==> src/logic/sonar_map_pkg.sv <==
/* Register map of the sonar array
   Bus widths, word indices and reset values shared by the host decoder and the channels */
package sonar_map_pkg;

  // Wishbone data and address width
  localparam int WB_WIDTH = 32;

  // Width of every channel register
  localparam int REG_WIDTH = 16;

  // Address bits 31..28 select this block
  localparam logic [3:0] HOST_REGION = 4'd3;

  // Host word indices
  localparam int STATUS_IDX   = 0;
  localparam int PRESCALE_IDX = 1;

  // Channel banks start here, 16 words each
  localparam int CHAN_BASE_IDX  = 2;
  localparam int CHAN_REGS_LOG2 = 4;

  typedef logic [CHAN_REGS_LOG2-1:0] chan_reg_t;

  // Registers inside one channel bank
  localparam chan_reg_t CHAN_THRESH = 4'd0;
  localparam chan_reg_t CHAN_PCM    = 4'd1;
  localparam chan_reg_t CHAN_CTRL   = 4'd2;

  // Prescaler holds the decimation window length minus one
  localparam int PRESCALE_BITS  = 10;
  localparam int PRESCALE_RESET = 49;

endpackage
==> src/logic/sonar_dsp_pkg.sv <==
/* Data types of the decimation and detection path
   Used by the channels for samples and thresholds and by the clock generator for the window */
package sonar_dsp_pkg;

  // Decimated PDM sample, signed two's complement
  typedef logic signed [15:0] pcm_sample_t;

  // Detect threshold, compared signed against the sample
  typedef logic signed [15:0] threshold_t;

  // Window length minus one, counted in PDM clock enables
  typedef logic [sonar_map_pkg::PRESCALE_BITS-1:0] prescale_t;

endpackage

==> src/logic/chan_bus_if.sv <==
/* Register bus between the host decoder and the channel array
   The host drives one select bit per access, channels answer on their own slice */
interface chan_bus_if #(
  parameter int NUM_CHANNELS = 4
);
  import sonar_map_pkg::*;

  logic [NUM_CHANNELS-1:0]                sel;
  chan_reg_t                              reg_idx;
  logic [REG_WIDTH-1:0]                   wdata;
  logic                                   we;

  logic [NUM_CHANNELS-1:0]                ack;
  logic [NUM_CHANNELS-1:0][REG_WIDTH-1:0] rdata;
  logic [NUM_CHANNELS-1:0]                detect;

  modport host (
    output sel, reg_idx, wdata, we,
    input  ack, rdata, detect
  );

  modport chan (
    input  sel, reg_idx, wdata, we,
    output ack, rdata, detect
  );

endinterface

==> src/logic/sonar_array_top.sv <==
/* Top level of the sonar listening array
   Wishbone slave with NUM_CHANNELS PDM inputs, a microphone clock output and an interrupt */
module sonar_array_top #(
  parameter int NUM_CHANNELS = 4,
  parameter int MCLK_DIV     = 4
) (
  input  logic                               wb_clk_i,
  input  logic                               wb_rst_i,
  input  logic                               wbs_cyc_i,
  input  logic                               wbs_stb_i,
  input  logic                               wbs_we_i,
  input  logic [3:0]                         wbs_sel_i,
  input  logic [sonar_map_pkg::WB_WIDTH-1:0] wbs_adr_i,
  input  logic [sonar_map_pkg::WB_WIDTH-1:0] wbs_dat_i,
  output logic                               wbs_ack_o,
  output logic [sonar_map_pkg::WB_WIDTH-1:0] wbs_dat_o,
  input  logic [NUM_CHANNELS-1:0]            pdm_data_i,
  input  logic                               pdm_clear_i,
  output logic                               mic_clk_o,
  output logic                               irq_o
);
  import sonar_dsp_pkg::*;

  prescale_t prescale;
  logic      ce_pdm;
  logic      ce_pcm;

  chan_bus_if #(.NUM_CHANNELS(NUM_CHANNELS)) chan_bus ();

  sonar_clk_gen #(
    .MCLK_DIV (MCLK_DIV)
  ) u_clk_gen (
    .wb_clk_i   (wb_clk_i),
    .wb_rst_i   (wb_rst_i),
    .prescale_i (prescale),
    .mic_clk_o  (mic_clk_o),
    .ce_pdm_o   (ce_pdm),
    .ce_pcm_o   (ce_pcm)
  );

  sonar_host_regs #(
    .NUM_CHANNELS (NUM_CHANNELS)
  ) u_host_regs (
    .wb_clk_i   (wb_clk_i),
    .wb_rst_i   (wb_rst_i),
    .wbs_cyc_i  (wbs_cyc_i),
    .wbs_stb_i  (wbs_stb_i),
    .wbs_we_i   (wbs_we_i),
    .wbs_sel_i  (wbs_sel_i),
    .wbs_adr_i  (wbs_adr_i),
    .wbs_dat_i  (wbs_dat_i),
    .wbs_ack_o  (wbs_ack_o),
    .wbs_dat_o  (wbs_dat_o),
    .bus        (chan_bus.host),
    .prescale_o (prescale),
    .irq_o      (irq_o)
  );

  for (genvar i = 0; i < NUM_CHANNELS; i++) begin : g_chan
    sonar_channel #(
      .CHAN_INDEX (i)
    ) u_channel (
      .wb_clk_i    (wb_clk_i),
      .wb_rst_i    (wb_rst_i),
      .bus         (chan_bus.chan),
      .ce_pdm_i    (ce_pdm),
      .ce_pcm_i    (ce_pcm),
      .pdm_data_i  (pdm_data_i[i]),
      .pdm_clear_i (pdm_clear_i)
    );
  end

endmodule

==> src/logic/sonar_host_regs.sv <==
/* Wishbone slave front end of the sonar array
   Decodes accesses into the host registers or one channel bank, muxes the reply back
   and keeps the detect status and the interrupt */
module sonar_host_regs #(
  parameter int NUM_CHANNELS = 4
) (
  input  logic                               wb_clk_i,
  input  logic                               wb_rst_i,
  input  logic                               wbs_cyc_i,
  input  logic                               wbs_stb_i,
  input  logic                               wbs_we_i,
  input  logic [3:0]                         wbs_sel_i,
  input  logic [sonar_map_pkg::WB_WIDTH-1:0] wbs_adr_i,
  input  logic [sonar_map_pkg::WB_WIDTH-1:0] wbs_dat_i,
  output logic                               wbs_ack_o,
  output logic [sonar_map_pkg::WB_WIDTH-1:0] wbs_dat_o,
  chan_bus_if.host                           bus,
  output sonar_dsp_pkg::prescale_t           prescale_o,
  output logic                               irq_o
);
  import sonar_map_pkg::*;
  import sonar_dsp_pkg::*;

  localparam int WIDX_W     = 10;
  localparam int CHAN_NUM_W = WIDX_W - CHAN_REGS_LOG2;

  logic                    start;
  logic                    region_hit;
  logic                    wr_qual;
  logic [WIDX_W-1:0]       word_idx;
  logic [WIDX_W-1:0]       chan_off;
  logic [CHAN_NUM_W-1:0]   chan_num;
  logic                    chan_access;
  logic [NUM_CHANNELS-1:0] sel_vec;
  logic [REG_WIDTH-1:0]    chan_rdata;
  logic                    chan_ack;
  logic                    host_ack_q;
  logic [WB_WIDTH-1:0]     host_rdata_q;
  logic [NUM_CHANNELS-1:0] status_q;

  // Only the first cycle of an access counts, the acknowledge cycle is ignored
  assign start      = wbs_cyc_i && wbs_stb_i && !wbs_ack_o;
  assign region_hit = (wbs_adr_i[WB_WIDTH-1:WB_WIDTH-4] == HOST_REGION);
  assign wr_qual    = wbs_we_i && (wbs_sel_i != 4'b0000);
  assign word_idx   = wbs_adr_i[WIDX_W+1:2];

  assign chan_off    = word_idx - WIDX_W'(CHAN_BASE_IDX);
  assign chan_num    = chan_off[WIDX_W-1:CHAN_REGS_LOG2];
  assign chan_access = start && region_hit && (word_idx >= WIDX_W'(CHAN_BASE_IDX)) &&
                       (int'(chan_num) < NUM_CHANNELS);

  always_comb begin
    sel_vec = '0;
    for (int i = 0; i < NUM_CHANNELS; i++) begin
      if (chan_access && int'(chan_num) == i) begin
        sel_vec[i] = 1'b1;
      end
    end
  end

  assign bus.sel     = sel_vec;
  assign bus.reg_idx = chan_off[CHAN_REGS_LOG2-1:0];
  assign bus.wdata   = wbs_dat_i[REG_WIDTH-1:0];
  assign bus.we      = wr_qual;

  // Host registers and unmapped accesses are answered here
  always_ff @(posedge wb_clk_i) begin
    if (wb_rst_i) begin
      host_ack_q <= 1'b0;
      prescale_o <= prescale_t'(PRESCALE_RESET);
    end else begin
      host_ack_q <= start && !chan_access;
      if (start && region_hit && wr_qual && word_idx == WIDX_W'(PRESCALE_IDX)) begin
        prescale_o <= wbs_dat_i[PRESCALE_BITS-1:0];
      end
    end
  end

  always_ff @(posedge wb_clk_i) begin
    if (start && !chan_access) begin
      if (region_hit && word_idx == WIDX_W'(STATUS_IDX)) begin
        host_rdata_q <= WB_WIDTH'(status_q);
      end else if (region_hit && word_idx == WIDX_W'(PRESCALE_IDX)) begin
        host_rdata_q <= WB_WIDTH'(prescale_o);
      end else begin
        host_rdata_q <= '0;
      end
    end
  end

  // At most one channel acknowledges at a time
  always_comb begin
    chan_rdata = '0;
    for (int i = 0; i < NUM_CHANNELS; i++) begin
      if (bus.ack[i]) begin
        chan_rdata = chan_rdata | bus.rdata[i];
      end
    end
  end

  assign chan_ack  = |bus.ack;
  assign wbs_ack_o = host_ack_q || chan_ack;
  assign wbs_dat_o = chan_ack ?
                     {{(WB_WIDTH-REG_WIDTH){chan_rdata[REG_WIDTH-1]}}, chan_rdata} :
                     host_rdata_q;

  always_ff @(posedge wb_clk_i) begin
    if (wb_rst_i) begin
      status_q <= '0;
    end else begin
      status_q <= bus.detect;
    end
  end

  assign irq_o = |status_q;

endmodule

==> src/logic/sonar_channel.sv <==
/* One sonar listening channel
   Decimates its PDM stream into PCM samples, compares them against a threshold
   and serves its threshold, sample and control registers on the channel bus */
module sonar_channel #(
  parameter int CHAN_INDEX = 0
) (
  input  logic     wb_clk_i,
  input  logic     wb_rst_i,
  chan_bus_if.chan bus,
  input  logic     ce_pdm_i,
  input  logic     ce_pcm_i,
  input  logic     pdm_data_i,
  input  logic     pdm_clear_i
);
  import sonar_map_pkg::*;
  import sonar_dsp_pkg::*;

  logic                 sel;
  logic                 wr_en;
  threshold_t           thresh_q;
  logic                 enable_q;
  pcm_sample_t          pcm_q;
  pcm_sample_t          acc_q;
  pcm_sample_t          acc_nxt;
  logic                 detect_q;
  logic                 ack_q;
  logic [REG_WIDTH-1:0] rdata_q;

  assign sel   = bus.sel[CHAN_INDEX];
  assign wr_en = sel && bus.we;

  // Register bank
  always_ff @(posedge wb_clk_i) begin
    if (wb_rst_i) begin
      thresh_q <= '0;
      enable_q <= 1'b0;
      ack_q    <= 1'b0;
    end else begin
      ack_q <= sel;
      if (wr_en && bus.reg_idx == CHAN_THRESH) begin
        thresh_q <= threshold_t'(bus.wdata);
      end
      if (wr_en && bus.reg_idx == CHAN_CTRL) begin
        enable_q <= bus.wdata[0];
      end
    end
  end

  // Read data is captured with the select and shown with the acknowledge
  always_ff @(posedge wb_clk_i) begin
    if (sel) begin
      case (bus.reg_idx)
        CHAN_THRESH: rdata_q <= thresh_q;
        CHAN_PCM:    rdata_q <= pcm_q;
        CHAN_CTRL:   rdata_q <= {{(REG_WIDTH-1){1'b0}}, enable_q};
        default:     rdata_q <= '0;
      endcase
    end
  end

  // Each PDM bit counts as +1 or -1
  assign acc_nxt = pdm_data_i ? acc_q + 16'sd1 : acc_q - 16'sd1;

  always_ff @(posedge wb_clk_i) begin
    if (wb_rst_i || pdm_clear_i) begin
      acc_q <= '0;
      pcm_q <= '0;
    end else if (ce_pdm_i) begin
      if (ce_pcm_i) begin
        // Window end takes this cycle's bit too
        pcm_q <= acc_nxt;
        acc_q <= '0;
      end else begin
        acc_q <= acc_nxt;
      end
    end
  end

  always_ff @(posedge wb_clk_i) begin
    if (wb_rst_i) begin
      detect_q <= 1'b0;
    end else begin
      detect_q <= enable_q && (pcm_q > thresh_q);
    end
  end

  assign bus.ack[CHAN_INDEX]    = ack_q;
  assign bus.rdata[CHAN_INDEX]  = rdata_q;
  assign bus.detect[CHAN_INDEX] = detect_q;

endmodule

==> src/logic/sonar_clk_gen.sv <==
/* Clock generator for the microphones and the decimators
   Produces the microphone clock, a PDM sample enable and a PCM window enable */
module sonar_clk_gen #(
  parameter int MCLK_DIV = 4
) (
  input  logic                     wb_clk_i,
  input  logic                     wb_rst_i,
  input  sonar_dsp_pkg::prescale_t prescale_i,
  output logic                     mic_clk_o,
  output logic                     ce_pdm_o,
  output logic                     ce_pcm_o
);
  import sonar_dsp_pkg::*;

  localparam int DIV_W = $clog2(MCLK_DIV);
  localparam logic [DIV_W-1:0] DIV_LAST = DIV_W'(MCLK_DIV - 1);
  localparam logic [DIV_W-1:0] DIV_HALF = DIV_W'(MCLK_DIV / 2);

  logic [DIV_W-1:0] div_cnt;
  logic [DIV_W-1:0] div_nxt;
  logic             pdm_tick;
  prescale_t        win_cnt;

  assign pdm_tick = (div_cnt == DIV_LAST);
  assign div_nxt  = pdm_tick ? '0 : div_cnt + 1'b1;

  always_ff @(posedge wb_clk_i) begin
    if (wb_rst_i) begin
      // Start on the last phase so the first period is a full one
      div_cnt   <= DIV_LAST;
      mic_clk_o <= 1'b0;
      ce_pdm_o  <= 1'b0;
      ce_pcm_o  <= 1'b0;
      win_cnt   <= prescale_i;
    end else begin
      div_cnt   <= div_nxt;
      mic_clk_o <= (div_nxt < DIV_HALF);
      ce_pdm_o  <= pdm_tick;
      ce_pcm_o  <= pdm_tick && (win_cnt == '0);
      if (pdm_tick) begin
        // New prescale value is picked up only at a window boundary
        if (win_cnt == '0) begin
          win_cnt <= prescale_i;
        end else begin
          win_cnt <= win_cnt - 1'b1;
        end
      end
    end
  end

endmodule

==> config.mk <==
export PLATFORM = sky130hd
export DESIGN_NAME = sonar_array_top
export DESIGN_NICKNAME = d
export VERILOG_FILES = /design/src/logic/sonar_map_pkg.sv /design/src/logic/sonar_dsp_pkg.sv /design/src/logic/chan_bus_if.sv /design/src/logic/sonar_array_top.sv /design/src/logic/sonar_host_regs.sv /design/src/logic/sonar_channel.sv /design/src/logic/sonar_clk_gen.sv
export SDC_FILE = /design/constraint.sdc
export NUM_CORES = 1
export LEC_CHECK = 0
export BUFFER_PORTS_ARGS = -buffer_cell sky130_fd_sc_hd__buf_4
export CORE_AREA = 10 10 209 211
export CTS_CLUSTER_DIAMETER = 80
export DETAILED_ROUTE_END_ITERATION = 8
export DIE_AREA = 0 0 219 221
export SYNTH_ARGS = -nofsm -noshare
export SYNTH_HDL_FRONTEND = slang
export SYNTH_SLANG_ARGS = --single-unit
==> constraint.sdc <==
create_clock -name wb_clk_i -period 8.8 [get_ports wb_clk_i]
set_input_delay 1.32 -clock wb_clk_i [delete_from_list [all_inputs] [get_ports wb_clk_i]]
set_output_delay 1.32 -clock wb_clk_i [all_outputs]
set_load 0.02 [all_outputs]
==> impl_metrics.yaml <==
outcome:
  outcome: "complete, no violations"
finish:
  final_util_pct: 47.3
  num_antenna_cells: 0
  layout_common_cells: "224 x dfxtp_1, 199 x nor2_1, 138 x nand2_1"
  layout-drive-gt1-share_pct: 9.92
  fin_nets: 1992
  final_common_cell: "dfxtp_1"
  syn_to_final_growth_pct: 13.7
global_route:
  track_usage_pct: 18.3
  overflow: 0
  grt_pass1_wl_mm: 70.7
  antenna_found_initial: 0
  grt_pass1_vias: 12300
  grt_max_degree: 86
logic_synthesis:
  yosys_most_used_dff: "dfxtp_1"
  synth_area_sq_mm: 0.0164
  synth_edf_count: 84
  synth_top_area_cell: "dfxtp_1"
  syn_inst: 1753
  yosys_warnings: 0
  async_reset_ff_share_pct: 0
  yosys-top-cells-area: "dfxtp_1 27%, edfxtp_1 15%, ha_1 9.4%, mux2i_1 4.8%, nor2_1 4.6%"
  synth.ff_latch_count: 308
  ys_types: 70
  syn_nets: 1958
  synth_top_area_share_pct: 27.3
  avgSynthCellArea_sq_um: 9.37
  ys_seq_area_share_pct: 42.6
clock_tree:
  clockBufferDepth: 3
  post-cts-setup-buffers: 0
  numCtsBuffers: 36
  clock-sinks: 308
  root_buffer: "clkbuf_16"
  clock_latency_ns: 0.52
  cts-htree-levels: 2
  cts_tree: "built"
  path_clk_slew_ns: 0.06
  cts_hold_buffers: 0
  post_cts_resized: 0
setup_path:
  timing.rr.end: "g_chan[2].u_channel.thresh_q[12]"
  cp_common_cell: "buf_4"
  reg2reg_slack_ns: 5.06
  crit_start: "wbs_adr_i[3]"
  cpMaxStageDelayCell: "and4b_1"
  criticalPathCategory: "in2reg"
  critPathMaxFanout: 35
  cp-end-kind: "register"
  critPathLaunchType: "primary input"
  crit_chain: "buf_4 > inv_1 > ha_1 > xnor2_1 > nand3_1 > nor2_4 > buf_4 > and4b_1 > mux2i_1 > nor2_1"
  slowest_delay_ns: 1.00
  reg2reg_from: "g_chan[0].u_channel.ack_q"
  crit_required_ns: 9.16
  ff2ff_path_depth: 7
  critPathArrivalTime_ns: 5.13
floorplanning:
  row_count: 73
  core_region_area_sq_mm: 0.0395
  die_x_microns: 219
  io_pins: 113
  fp.dieH_microns: 221
  dieArea_sq_mm: 0.0484
  initial_core_util_pct: 41.6
job:
  drv_cap: 0
place:
  pre_cts_slack_ns: 3.60
  place_hpwl_mm: 33.6
  gp_congestion: 0.877
  port_buffers: 78
min_path:
  min_path_cells: 1
  hold_class: "reg2reg"
  min_to: "u_host_regs.status_q[3]"
  min_from: "g_chan[3].u_channel.detect_q"
pwr:
  power_density_mw_per_mm2: 185
  vdd_drop_max_mv: 0.104
  p_leak_nw: 7.37
detailed_routing:
  avgViaCountPerCell: 5.55
  wl_met2_mm: 20.3
  ant_nets: 0
  wl_per_cell_microns: 19.6
  top_layer_used: "met4"
  drc: 0
  drt_iter0_drc: 973
  vias: 13000
  route.met3.wl_mm: 2.32
  wl_met1_mm: 22.3
  drt_wl_total_mm: 45.8
  dr.pass1.iters: 7
sta:
  worst_pin_slew_ns: 1.11
  tns_ns: 0
  finalCritPeriodShare_pct: 54.2
  final.min_clock_period_ns: 4.77
  rsz0062_at_grt: "no"
  setup_slack_ns: 4.03
  relSlewSlack_pct: 25.6
  final-setup-viol-count: 0
  fmax_ghz: 0.210
  final_max_slew_viol_count: 0
  hold_violations: 0
  skew_ns: 0.0187
-- registers in the layout (all words and copies together) (netlist names), 2 cells and up --
register	count
g_chan.u_channel.acc_q	64
g_chan.u_channel.pcm_q	64
g_chan.u_channel.rdata_q	64
g_chan.u_channel.thresh_q	64
u_clk_gen.win_cnt	10
u_host_regs.host_rdata_q	10
u_host_regs.prescale_o	10
g_chan.u_channel.ack_q	4
g_chan.u_channel.detect_q	4
g_chan.u_channel.enable_q	4
u_host_regs.status_q	4
u_clk_gen.div_cnt	2
-- worst max path at each step --
stage	end	cells after the start
global placement	g_chan[2].u_channel.thresh_q[14]	10
detailed placement	g_chan[0].u_channel.thresh_q[15]	10
global route	g_chan[2].u_channel.thresh_q[3]	10
finish	g_chan[2].u_channel.thresh_q[12]	10
floorplan	g_chan[0].u_channel.rdata_q[0]	8
CTS	g_chan[0].u_channel.thresh_q[15]	10
-- synth_stat cells, drive strengths merged (8+ instances only) --
library cell and count:
dfxtp 224, nor2 203, nand2 138, ha 123, a21oi 99, inv 97, a22o 85, edfxtp 84
mux2i 78, o21ai 68, clkbuf 64, a22oi 57, xnor2 37, a21o 36, buf 36, nor3 30
a211oi 26, xor2 24, a31oi 21, nand3 20, nor2b 20, nand4 17, nand2b 16, o21a 16
and2 12, a211o 11, and3 11, or3 10, nor4 8
-- final cells by class --
| cell class | instances | area (sq um) |
|---|---|---|
| inverters | 97 | 364 |
| clock buffers | 48 | 1070 |
| fillers | 3751 | 20800 |
| flip-flops and latches | 308 | 7010 |
| well taps | 525 | 657 |
| repair buffers | 96 | 721 |
| multi-input cells | 1248 | 8590 |
| clock inverters | 18 | 265 |
-- critical path, delay by kind of cell --
kind,cells,cell delay (ns)
xor gates and xnor gates,1,0.26
buffers and inverters,3,0.78
adders and majority gates,1,0.29
and+or+nand+nor,4,2.14
muxes,1,0.27
-- stage by stage --
step / instance area (sq um) / hold WS, ns / power (mW) / std cells
4_1_cts: 18700 / 0.433 / 3.47 / 2340
5_1_grt: 18700 / 0.451 / 3.56 / 2340
3_5_place_dp: 17300 / 0.423 / 1.82 / 2274
3_3_place_gp: 17300 / 0.424 / 1.82 / 2274
2_1_floorplan: 16400 / 0.414 / 1.73 / 1753
6_report: 18700 / 0.430 / 3.45 / 2340
-- where the power goes --
group / switching, mW / leakage (nW) / total (mW) / internal [mW]
Clock: 0.616 / 0.659 / 1.65 / 1.04
Sequential: 0.0216 / 2.52 / 1.50 / 1.48
Combinational: 0.184 / 4.19 / 0.295 / 0.110
Total: 0.822 / 7.37 / 3.45 / 2.63
-- cells by family after synthesis --
family,count (synthesis),share of synthesized area [%]
and+or+nand+nor,513,14.5
xor gates and xnor gates,61,3.25
adders and majority gates,127,9.85
AOI/OAI and AO/OA,469,19.8
buffers and inverters,197,5.20
muxes,78,4.75
DFF,308,42.6
-- per-layer routing --
layer  up-vias  GRT usage (%)
met1      6193           26.1
met5         -              0
met2       328           28.2
met4         0           4.59
met3        63           2.62
li1       6410              -
(Power assumes the default switching activity.)
